<file path="config.mk">
export PLATFORM = sky130hd
export DESIGN_NAME = rob_top
export DESIGN_NICKNAME = d
export VERILOG_FILES = /design/src/rob_pkg.sv /design/src/reorder_buffer.sv /design/src/rob_commit.sv /design/src/rob_dispatch.sv /design/src/rob_top.sv
export SDC_FILE = /design/constraint.sdc
export NUM_CORES = 2
export LEC_CHECK = 0
export BUFFER_PORTS_ARGS = -buffer_cell sky130_fd_sc_hd__buf_2
export CORE_UTILIZATION = 52
export CTS_BUF_LIST = sky130_fd_sc_hd__clkbuf_16
export DETAILED_ROUTE_END_ITERATION = 8
export PLACE_DENSITY = 0.67
export SLEW_MARGIN = 5
export SYNTH_ARGS = -nofsm -noshare
export SYNTH_HDL_FRONTEND = slang
export SYNTH_SLANG_ARGS = --single-unit
</file>
<file path="constraint.sdc">
create_clock -name clk -period 7.73 [get_ports clk]
set_input_delay 0.3865 -clock clk [delete_from_list [all_inputs] [get_ports clk]]
set_output_delay 0.3865 -clock clk [all_outputs]
set_load 0.005 [all_outputs]
</file>
<file path="src/rob_pkg.sv">
// shared widths and types for the two-wide reorder buffer slice
// modules reference these by scoped name, e.g. rob_pkg::rob_entry_s
package rob_pkg;

  localparam int DISPATCH_WIDTH = 2;
  localparam int COMMIT_WIDTH   = 2;
  localparam int PC_W           = 32;
  localparam int REG_W          = 5;
  localparam int ECODE_W        = 6;
  localparam int BADV_W         = 26;

  // STORE covers every memory op that must be oldest before write-back
  typedef enum logic [1:0] {
    ALU    = 2'd0,
    LOAD   = 2'd1,
    STORE  = 2'd2,
    BRANCH = 2'd3
  } kind_e;

  // exception view, badv holds faulting vaddr bits 27:2
  typedef struct packed {
    logic [ECODE_W-1:0] ecode;
    logic [BADV_W-1:0]  badv;
  } rob_exc_s;

  // one aux word, decoded by the entry's redirect or exc bit
  typedef union packed {
    logic [PC_W-1:0] br_target;
    rob_exc_s        exc;
  } rob_aux_u;

  typedef struct packed {
    logic             complete;
    kind_e            kind;
    logic [PC_W-1:0]  pc;
    logic [REG_W-1:0] dest;
    logic             redirect;
    logic             exc;
    rob_aux_u         aux;
  } rob_entry_s;

endpackage

</file>
<file path="src/reorder_buffer.sv">
`timescale 1ns/1ps
// circular reorder buffer store with wrap-bit head and tail pointers
// allocates at the tail, marks slots complete from the alu and mem
// write-back ports and presents a two-entry head window to commit
module reorder_buffer #(
  parameter int DEPTH = 16
) (
  input  logic                                                  clk,
  input  logic                                                  rst_n,
  input  logic                                                  flush,
  input  logic [rob_pkg::DISPATCH_WIDTH-1:0]                    alloc_valid,
  input  logic [rob_pkg::DISPATCH_WIDTH-1:0][rob_pkg::PC_W-1:0] alloc_pc,
  input  rob_pkg::kind_e [rob_pkg::DISPATCH_WIDTH-1:0]          alloc_kind,
  input  logic [rob_pkg::DISPATCH_WIDTH-1:0][rob_pkg::REG_W-1:0] alloc_dest,
  input  logic [rob_pkg::DISPATCH_WIDTH-1:0]                    alloc_exc,
  input  logic [rob_pkg::DISPATCH_WIDTH-1:0][rob_pkg::ECODE_W-1:0] alloc_ecode,
  output logic                                                  alloc_ready,
  output logic [rob_pkg::DISPATCH_WIDTH-1:0][$clog2(DEPTH)-1:0] alloc_idx,
  input  logic                                                  alu_wb_valid,
  input  logic [$clog2(DEPTH)-1:0]                              alu_wb_idx,
  input  logic                                                  alu_wb_redirect,
  input  logic [rob_pkg::PC_W-1:0]                              alu_wb_target,
  input  logic                                                  mem_wb_valid,
  input  logic [$clog2(DEPTH)-1:0]                              mem_wb_idx,
  input  logic                                                  mem_wb_exc,
  input  logic [rob_pkg::ECODE_W-1:0]                           mem_wb_ecode,
  input  logic [rob_pkg::PC_W-1:0]                              mem_wb_vaddr,
  output logic                                                  mem_wb_ready,
  output rob_pkg::rob_entry_s [rob_pkg::COMMIT_WIDTH-1:0]       head_entry,
  output logic [rob_pkg::COMMIT_WIDTH-1:0]                      head_present,
  input  logic [1:0]                                            retire_cnt
);

  localparam int IDX_W = $clog2(DEPTH);
  localparam int PTR_W = IDX_W + 1;
  localparam int W     = rob_pkg::DISPATCH_WIDTH;

// ===========================================================================
// state
// ===========================================================================
  rob_pkg::rob_entry_s        entries [DEPTH];
  logic [PTR_W-1:0]           head_q;
  logic [PTR_W-1:0]           tail_q;
  logic [PTR_W-1:0]           count_q;
  logic [IDX_W-1:0]           head_idx;
  logic                       alloc_take;
  logic [1:0]                 alloc_cnt;
  rob_pkg::rob_entry_s [W-1:0] alloc_entry;

  assign head_idx    = head_q[IDX_W-1:0];
  assign alloc_ready = count_q <= PTR_W'(DEPTH - 2);
  assign alloc_take  = alloc_ready & ~flush;
  assign alloc_cnt   = alloc_take ? (2'(alloc_valid[0]) + 2'(alloc_valid[1])) : 2'd0;

  // ordered memory ops wait until they are the oldest slot
  assign mem_wb_ready = (entries[mem_wb_idx].kind == rob_pkg::LOAD) ||
                        (mem_wb_idx == head_idx);

// ===========================================================================
// allocation
// ===========================================================================
  always_comb begin
    for (int i = 0; i < W; i++) begin
      alloc_idx[i]                  = tail_q[IDX_W-1:0] + IDX_W'(i);
      alloc_entry[i]                = '0;
      // a decode exception needs no execution
      alloc_entry[i].complete       = alloc_exc[i];
      alloc_entry[i].kind           = alloc_kind[i];
      alloc_entry[i].pc             = alloc_pc[i];
      alloc_entry[i].dest           = alloc_dest[i];
      alloc_entry[i].exc            = alloc_exc[i];
      alloc_entry[i].aux.exc.ecode  = alloc_ecode[i];
      alloc_entry[i].aux.exc.badv   = alloc_pc[i][27:2];
    end
  end

  // write-backs first so a fresh allocation of the same slot wins
  always_ff @(posedge clk) begin
    if (alu_wb_valid) begin
      entries[alu_wb_idx].complete <= 1'b1;
      entries[alu_wb_idx].redirect <= alu_wb_redirect;
      if (alu_wb_redirect) begin
        entries[alu_wb_idx].aux.br_target <= alu_wb_target;
      end
    end
    if (mem_wb_valid && mem_wb_ready) begin
      entries[mem_wb_idx].complete <= 1'b1;
      entries[mem_wb_idx].exc      <= mem_wb_exc;
      if (mem_wb_exc) begin
        entries[mem_wb_idx].aux.exc.ecode <= mem_wb_ecode;
        entries[mem_wb_idx].aux.exc.badv  <= mem_wb_vaddr[27:2];
      end
    end
    if (alloc_take) begin
      for (int i = 0; i < W; i++) begin
        if (alloc_valid[i]) begin
          entries[alloc_idx[i]] <= alloc_entry[i];
        end
      end
    end
  end

// ===========================================================================
// pointers and head window
// ===========================================================================
  always_ff @(posedge clk or negedge rst_n) begin
    if (!rst_n) begin
      head_q  <= '0;
      tail_q  <= '0;
      count_q <= '0;
    end else if (flush) begin
      head_q  <= '0;
      tail_q  <= '0;
      count_q <= '0;
    end else begin
      head_q  <= head_q + PTR_W'(retire_cnt);
      tail_q  <= tail_q + PTR_W'(alloc_cnt);
      count_q <= count_q + PTR_W'(alloc_cnt) - PTR_W'(retire_cnt);
    end
  end

  always_comb begin
    for (int i = 0; i < rob_pkg::COMMIT_WIDTH; i++) begin
      head_entry[i]   = entries[head_idx + IDX_W'(i)];
      head_present[i] = count_q > PTR_W'(i);
    end
  end

endmodule

</file>
<file path="src/rob_commit.sv">
`timescale 1ns/1ps
// in-order retire selection over the two-entry head window
// one branch per cycle, nothing past a redirect or exception;
// retire, redirect, exception and flush outputs are registered
module rob_commit #(
  parameter int DEPTH = 16
) (
  input  logic                                                 clk,
  input  logic                                                 rst_n,
  input  rob_pkg::rob_entry_s [rob_pkg::COMMIT_WIDTH-1:0]      head_entry,
  input  logic [rob_pkg::COMMIT_WIDTH-1:0]                     head_present,
  output logic [1:0]                                           retire_cnt,
  output logic                                                 flush,
  output logic [rob_pkg::COMMIT_WIDTH-1:0]                     ret_valid,
  output logic [rob_pkg::COMMIT_WIDTH-1:0][rob_pkg::PC_W-1:0]  ret_pc,
  output logic [rob_pkg::COMMIT_WIDTH-1:0][rob_pkg::REG_W-1:0] ret_dest,
  output logic                                                 redirect_valid,
  output logic [rob_pkg::PC_W-1:0]                             redirect_target,
  output logic                                                 exc_valid,
  output logic [rob_pkg::ECODE_W-1:0]                          exc_ecode
);

  // head window of two must fit in a power-of-two ring
  if (DEPTH < 4 || (DEPTH & (DEPTH - 1)) != 0) begin : g_depth_check
    $error("rob_commit: DEPTH must be a power of two of at least 4");
  end

  logic [rob_pkg::COMMIT_WIDTH-1:0] retire;
  rob_pkg::rob_entry_s              last;
  logic                             do_redirect;
  logic                             do_exc;

  // no retire while a flush is in flight
  always_comb begin
    retire[0] = head_present[0] & head_entry[0].complete & ~flush;
    retire[1] = retire[0] & head_present[1] & head_entry[1].complete &
                (head_entry[0].kind != rob_pkg::BRANCH) &
                ~head_entry[0].redirect & ~head_entry[0].exc &
                ~head_entry[1].exc;
    last        = retire[1] ? head_entry[1] : head_entry[0];
    do_redirect = retire[0] & last.redirect;
    do_exc      = retire[0] & last.exc;
  end

  assign retire_cnt = 2'(retire[0]) + 2'(retire[1]);

  always_ff @(posedge clk or negedge rst_n) begin
    if (!rst_n) begin
      ret_valid      <= '0;
      redirect_valid <= 1'b0;
      exc_valid      <= 1'b0;
      flush          <= 1'b0;
    end else begin
      ret_valid      <= retire;
      redirect_valid <= do_redirect;
      exc_valid      <= do_exc;
      flush          <= do_redirect | do_exc;
    end
  end

  always_ff @(posedge clk) begin
    for (int i = 0; i < rob_pkg::COMMIT_WIDTH; i++) begin
      ret_pc[i]   <= head_entry[i].pc;
      ret_dest[i] <= head_entry[i].dest;
    end
    redirect_target <= last.aux.br_target;
    exc_ecode       <= last.aux.exc.ecode;
  end

endmodule

</file>
<file path="src/rob_dispatch.sv">
`timescale 1ns/1ps
// dispatch stage register for a two-wide bundle
// holds the bundle while the buffer is full, clears on flush and
// republishes the allocated slot indices to the execution side
module rob_dispatch #(
  parameter int DEPTH = 16
) (
  input  logic                                                  clk,
  input  logic                                                  rst_n,
  input  logic [rob_pkg::DISPATCH_WIDTH-1:0]                    in_valid,
  input  logic [rob_pkg::DISPATCH_WIDTH-1:0][rob_pkg::PC_W-1:0] in_pc,
  input  rob_pkg::kind_e [rob_pkg::DISPATCH_WIDTH-1:0]          in_kind,
  input  logic [rob_pkg::DISPATCH_WIDTH-1:0][rob_pkg::REG_W-1:0] in_dest,
  input  logic [rob_pkg::DISPATCH_WIDTH-1:0]                    in_exc,
  input  logic [rob_pkg::DISPATCH_WIDTH-1:0][rob_pkg::ECODE_W-1:0] in_ecode,
  output logic                                                  in_ready,
  input  logic                                                  flush,
  input  logic                                                  alloc_ready,
  input  logic [rob_pkg::DISPATCH_WIDTH-1:0][$clog2(DEPTH)-1:0] alloc_idx,
  output logic [rob_pkg::DISPATCH_WIDTH-1:0]                    alloc_valid,
  output logic [rob_pkg::DISPATCH_WIDTH-1:0][rob_pkg::PC_W-1:0] alloc_pc,
  output rob_pkg::kind_e [rob_pkg::DISPATCH_WIDTH-1:0]          alloc_kind,
  output logic [rob_pkg::DISPATCH_WIDTH-1:0][rob_pkg::REG_W-1:0] alloc_dest,
  output logic [rob_pkg::DISPATCH_WIDTH-1:0]                    alloc_exc,
  output logic [rob_pkg::DISPATCH_WIDTH-1:0][rob_pkg::ECODE_W-1:0] alloc_ecode,
  output logic [rob_pkg::DISPATCH_WIDTH-1:0]                    issue_valid,
  output logic [rob_pkg::DISPATCH_WIDTH-1:0][$clog2(DEPTH)-1:0] issue_idx,
  output rob_pkg::kind_e [rob_pkg::DISPATCH_WIDTH-1:0]          issue_kind
);

  localparam int W = rob_pkg::DISPATCH_WIDTH;

  logic                               started_q;
  logic [W-1:0]                       valid_q;
  logic [W-1:0][rob_pkg::PC_W-1:0]    pc_q;
  rob_pkg::kind_e [W-1:0]             kind_q;
  logic [W-1:0][rob_pkg::REG_W-1:0]   dest_q;
  logic [W-1:0]                       exc_q;
  logic [W-1:0][rob_pkg::ECODE_W-1:0] ecode_q;
  logic                               taken;

  // the buffer takes the held bundle unless it is full or flushing
  assign taken    = alloc_ready & ~flush;
  assign in_ready = started_q & ~flush & (~|valid_q | alloc_ready);

  always_ff @(posedge clk or negedge rst_n) begin
    if (!rst_n) begin
      started_q <= 1'b0;
      valid_q   <= '0;
    end else begin
      started_q <= 1'b1;
      if (flush) begin
        valid_q <= '0;
      end else if (in_ready) begin
        valid_q <= in_valid;
      end
    end
  end

  // bundle payload, held while stalled
  always_ff @(posedge clk) begin
    if (in_ready) begin
      pc_q    <= in_pc;
      kind_q  <= in_kind;
      dest_q  <= in_dest;
      exc_q   <= in_exc;
      ecode_q <= in_ecode;
    end
  end

  assign alloc_valid = valid_q;
  assign alloc_pc    = pc_q;
  assign alloc_kind  = kind_q;
  assign alloc_dest  = dest_q;
  assign alloc_exc   = exc_q;
  assign alloc_ecode = ecode_q;

  // only lanes the buffer really allocates go to execution
  assign issue_valid = valid_q & {W{taken}};
  assign issue_idx   = alloc_idx;
  assign issue_kind  = kind_q;

endmodule

</file>
<file path="src/rob_top.sv">
`timescale 1ns/1ps
// reorder buffer slice top: dispatch stage, entry store and commit
// DEPTH is set here and handed to every stage
module rob_top #(
  parameter int DEPTH = 16
) (
  input  logic                                                  clk,
  input  logic                                                  rst_n,
  input  logic [rob_pkg::DISPATCH_WIDTH-1:0]                    in_valid,
  input  logic [rob_pkg::DISPATCH_WIDTH-1:0][rob_pkg::PC_W-1:0] in_pc,
  input  rob_pkg::kind_e [rob_pkg::DISPATCH_WIDTH-1:0]          in_kind,
  input  logic [rob_pkg::DISPATCH_WIDTH-1:0][rob_pkg::REG_W-1:0] in_dest,
  input  logic [rob_pkg::DISPATCH_WIDTH-1:0]                    in_exc,
  input  logic [rob_pkg::DISPATCH_WIDTH-1:0][rob_pkg::ECODE_W-1:0] in_ecode,
  output logic                                                  in_ready,
  output logic [rob_pkg::DISPATCH_WIDTH-1:0]                    issue_valid,
  output logic [rob_pkg::DISPATCH_WIDTH-1:0][$clog2(DEPTH)-1:0] issue_idx,
  output rob_pkg::kind_e [rob_pkg::DISPATCH_WIDTH-1:0]          issue_kind,
  input  logic                                                  alu_wb_valid,
  input  logic [$clog2(DEPTH)-1:0]                              alu_wb_idx,
  input  logic                                                  alu_wb_redirect,
  input  logic [rob_pkg::PC_W-1:0]                              alu_wb_target,
  input  logic                                                  mem_wb_valid,
  input  logic [$clog2(DEPTH)-1:0]                              mem_wb_idx,
  input  logic                                                  mem_wb_exc,
  input  logic [rob_pkg::ECODE_W-1:0]                           mem_wb_ecode,
  input  logic [rob_pkg::PC_W-1:0]                              mem_wb_vaddr,
  output logic                                                  mem_wb_ready,
  output logic [rob_pkg::COMMIT_WIDTH-1:0]                      ret_valid,
  output logic [rob_pkg::COMMIT_WIDTH-1:0][rob_pkg::PC_W-1:0]   ret_pc,
  output logic [rob_pkg::COMMIT_WIDTH-1:0][rob_pkg::REG_W-1:0]  ret_dest,
  output logic                                                  redirect_valid,
  output logic [rob_pkg::PC_W-1:0]                              redirect_target,
  output logic                                                  exc_valid,
  output logic [rob_pkg::ECODE_W-1:0]                           exc_ecode
);

  localparam int W = rob_pkg::DISPATCH_WIDTH;

  logic                                   flush;
  logic                                   alloc_ready;
  logic [W-1:0][$clog2(DEPTH)-1:0]        alloc_idx;
  logic [W-1:0]                           alloc_valid;
  logic [W-1:0][rob_pkg::PC_W-1:0]        alloc_pc;
  rob_pkg::kind_e [W-1:0]                 alloc_kind;
  logic [W-1:0][rob_pkg::REG_W-1:0]       alloc_dest;
  logic [W-1:0]                           alloc_exc;
  logic [W-1:0][rob_pkg::ECODE_W-1:0]     alloc_ecode;
  rob_pkg::rob_entry_s [rob_pkg::COMMIT_WIDTH-1:0] head_entry;
  logic [rob_pkg::COMMIT_WIDTH-1:0]       head_present;
  logic [1:0]                             retire_cnt;

  rob_dispatch #(.DEPTH(DEPTH)) u_dispatch (
    .clk, .rst_n, .in_valid, .in_pc, .in_kind, .in_dest, .in_exc, .in_ecode,
    .in_ready, .flush, .alloc_ready, .alloc_idx, .alloc_valid, .alloc_pc,
    .alloc_kind, .alloc_dest, .alloc_exc, .alloc_ecode,
    .issue_valid, .issue_idx, .issue_kind
  );

  reorder_buffer #(.DEPTH(DEPTH)) u_rob (
    .clk, .rst_n, .flush, .alloc_valid, .alloc_pc, .alloc_kind, .alloc_dest,
    .alloc_exc, .alloc_ecode, .alloc_ready, .alloc_idx,
    .alu_wb_valid, .alu_wb_idx, .alu_wb_redirect, .alu_wb_target,
    .mem_wb_valid, .mem_wb_idx, .mem_wb_exc, .mem_wb_ecode, .mem_wb_vaddr,
    .mem_wb_ready, .head_entry, .head_present, .retire_cnt
  );

  rob_commit #(.DEPTH(DEPTH)) u_commit (
    .clk, .rst_n, .head_entry, .head_present, .retire_cnt, .flush,
    .ret_valid, .ret_pc, .ret_dest, .redirect_valid, .redirect_target,
    .exc_valid, .exc_ecode
  );

endmodule
</file>
==> flow_metrics.py <==
metrics = {
    "floorplanning": {
        "rows": 142,
        "core-area_sq_mm": 0.151,
        "die_w_um": 393,
        "die_area_sq_mm": 0.154,
        "ios": 310,
        "floorplan.initialDensity": 0.526,
        "fp.dieH_um": 393,
    },
    "clocking": {
        "root_buffer_selected_by_cts": "clkbuf_16",
        "cts_inserted_buffers": 155,
        "htree_num_levels": 4,
        "clk_path_buf_depth": 3,
        "cts_num_sinks": 1403,
        "worst_setup_hold_path_clk_slew_ps": 60,
        "clock_insertion_delay_worst_skew_ps": 810,
        "tritoncts_clock_tree": "built",
    },
    "final_layout": {
        "num-nets-final": 5880,
        "post-route-cell-area_sq_mm": 0.0877,
        "fillCellCount": 11950,
        "final_core_util": 0.582,
        "area_growth_syn_to_layout_pct": 10.5,
        "post_route_cells_drive_above_1_share": 0.241,
    },
    "place": {
        "placement.setup.worst_slack_ps": 2290,
        "globalplace.congestion": 0.936,
        "buffer_ports.inserted": 303,
        "detailed_place.area_sq_mm": 0.0817,
        "place_hpwl_um": 168000,
    },
    "timing": {
        "worst-slew-pin-transition_ps": 1290,
        "timing.slew.headroom": 0.143,
        "rsz0062_at_grt": "no",
        "timing.final.crit_share": 0.737,
        "clock_skew_ps": 31.4,
        "setup_viol": 0,
        "timing.setup.tns_ps": 0,
        "fin_crit_ps": 5700,
        "timing.final.max_slew_violations": 0,
        "max_freq_mhz": 175,
        "setup_ws_ps": 2030,
        "timing.final.hold_violations": 0,
        "holdWs_ps": 65.0,
    },
    "synth": {
        "ys_seq_area_frac": 0.512,
        "yosys.cell_count.top_type": "edfxtp_1",
        "post_synth_main_area_contributors": "edfxtp_1 47%, mux4_2 17%, mux2i_1 8.0%",
        "yosys_register_bits": 1403,
        "yosys.area.top_type_share": 0.471,
        "netlist-cell-type-count": 59,
        "synth_top_family_by_area": "multiplexers",
        "asyncSetResetFlopFracSynth": 0.0150,
        "synthesis.nets": 5950,
        "synth-main-ff-cell": "edfxtp_1",
        "mux_contribution_to_synthesized_area": 0.263,
        "synth-edff-count": 1244,
        "synth_compound_area_frac": 0.132,
        "yosys-top-cells-count": "1244 x edfxtp_1, 634 x mux2i_1, 610 x mux4_2, 464 x a22o_1, 435 x nand2_1",
        "post_synth_xor_area_fraction": 0.00166,
        "synthAdderAreaFrac": 0.00448,
        "synth-warning-count": 0,
        "synth.largest_area_cell": "edfxtp_1",
        "syn_avg_cell_area_sq_um": 13.8,
        "netlist_area_sq_mm": 0.0793,
        "synth-simple-area-share": 0.0462,
        "synthCells": 5746,
    },
    "grt": {
        "maximum_number_of_pins_on_one_net_before_global_route_repair": 125,
        "track_usage": 0.396,
        "grt_pass1_vias": 57375,
        "grt_first_pass_wirelength_um": 427000,
        "grt_overflow_total": 0,
        "number_of_antenna_violations_at_the_first_check_in_global_routing": 30,
    },
    "pwr": {
        "cell_internal_pwr_mw": 19.0,
        "combinationalPowerShare": 0.399,
        "vdd_ir_drop_max_uv": 473,
        "power.share.switching": 0.367,
        "pwr-share-seq": 0.355,
        "power_frac_clock": 0.246,
        "leakagePower_nw": 31.4,
        "pwr_density_cell_mw_per_mm2": 342,
        "net-switching-power_mw": 11.0,
    },
    "drt": {
        "drcViolationCount": 0,
        "vias": 59944,
        "first_iter_violations": 10659,
        "drt-wirelength-per-cell_um": 39.4,
        "vias_per_cell": 7.64,
        "wirelength_um": 309000,
        "detailedRoute.firstPassIterationCount": 6,
        "antenna_left": 0,
    },
    "critical_path": {
        "critical_path_class": "reg2reg",
        "cp_max_fo": 47,
        "timing.critical_path.max_delay_family": "simple AND/OR/NAND/NOR gates",
        "critPathCaptureType": "register",
        "crit_path_max_incr_delay_ps": 1060,
        "critical_path_arrival_ps": 6220,
        "timing.critical_path.from_type": "register",
        "path_cells": "inv_1 -> ha_1 -> and3_1 -> a211oi_1 -> nor4b_1 -> and2_4 -> nor2_1 -> inv_4 -> buf_4 -> o21ai_0",
        "critPathBufInv": 3,
        "worst_ep_required_time_ps": 8250,
        "timing.critical_path.slowest_stage_cell": "and2_4",
    },
    "run": {
        "drv_cap": 0,
    },
    "hold_path": {
        "timing.hold.worst.class": "in2async",
    },
    "run_status": {
        "status": "completed",
    },
}
## sequential cells by signal, summed over array words and instances (netlist names), 5 cells and up
register / cells
u_commit.ret_dest: 10
u_dispatch.alloc_ecode: 12
u_dispatch.alloc_pc: 64
u_commit.redirect_target: 31
u_rob.count_q: 5
u_commit.ret_pc: 64
u_rob.entries: 1184
u_dispatch.alloc_dest: 10
## cell type report
cell class / instances / area [sq um] / share of cell area
antenna: 17 / 42.5 / 0.000485
clock buffer: 158 / 3950 / 0.0451
tap: 2016 / 2520 / 0.0288
inverter: 40 / 163 / 0.00186
timing repair buffer: 513 / 3410 / 0.0388
multi-input combinational: 3563 / 35900 / 0.410
clock inverter: 132 / 1010 / 0.0115
sequential: 1403 / 40700 / 0.464
## stage by stage
step / std cells / power, mW
finish: 7842 / 30.0
global route: 7834 / 30.8
CTS: 7825 / 29.7
detailed placement: 7440 / 22.4
global placement: 7440 / 22.3
floorplan: 5746 / 18.4
## timing repair
action / in CTS / in global routing
hold buffers: 95 / 0
hold endpoints to repair: 115 / 0
resized for setup: 0 / 0
buffers inserted: 0 / 0
## layer usage
metal  GRT usage  share of wire  wire length, um
met4       0.217          0.063            19600
met5           0        0.00082              254
met3       0.143           0.16            50600
met2       0.572           0.43           132000
met1       0.520           0.34           106000
## power groups by stage
| stage | sequential [mW] | combinational, mW | clock, mW |
|---|---|---|---|
| after global routing | 10.7 | 12.4 | 7.65 |
| final | 10.7 | 12.0 | 7.37 |
| after detailed placement | 10.7 | 11.7 | 0 |
| after floorplan | 9.89 | 8.46 | 0 |
| after CTS | 10.6 | 11.8 | 7.37 |
| after global placement | 10.7 | 11.6 | 0 |
## cells by family (layout without fill, tap and decap cells)
logic type | count (synthesis) | count (layout)
other | 1 | 18
AO/OA/AOI/OAI | 1397 | 1397
multiplexers | 1313 | 1313
XOR/XNOR | 15 | 15
buffers and inverters | 780 | 843
AND/OR/NAND/NOR | 811 | 811
adder cells (fa/ha/maj) | 26 | 26
flip-flops | 1403 | 1403
## worst paths after layout
check	from	cells past startpoint	end	slack [ps]
max in group asynchronous	rst_n	2	u_rob.head_q[0]$_DFF_PN0_	7290
min reg2reg	u_rob.entries[10][33]$_SDFFE_PP0P_	2	u_rob.entries[10][33]$_SDFFE_PP0P_	500
max	u_rob.count_q[4]$_DFF_PN0_	10	u_rob.entries[11][27]$_DFFE_PP_	2030
min in group clk	mem_wb_exc	3	u_rob.entries[9][32]$_DFFE_PP_	90
max reg2reg	u_rob.count_q[4]$_DFF_PN0_	10	u_rob.entries[11][27]$_DFFE_PP_	2030
min	rst_n	2	u_rob.count_q[1]$_DFF_PN0_	60
## cell usage in the layout (no fill, tap or decap), types with 9 or more instances in the layout
cell and n:
edfxtp_1 1244, mux2i_1 634, mux4_2 610, a22o_1 464, nand2_1 428, o21bai_1 416, buf_2 303, o21ai_0 178
nand3_1 177, clkbuf_16 158, dfxtp_1 138, a22oi_1 114, buf_4 109, dlygate4sd3_1 95, a21oi_1 94, inv_1 76
nor2_1 72, mux2_2 69, clkinv_1 44, a221oi_1 37, o22ai_1 26, ha_1 21, clkinv_2 18, diode_2 17
dfrtp_1 17, nor2_4 13, and2_4 13, a21o_1 13, nor2b_1 11, nand2b_1 10, o21ai_1 10, a211oi_1 9
a31oi_1 9, bufinv_16 9
(Power assumes the default switching activity.)
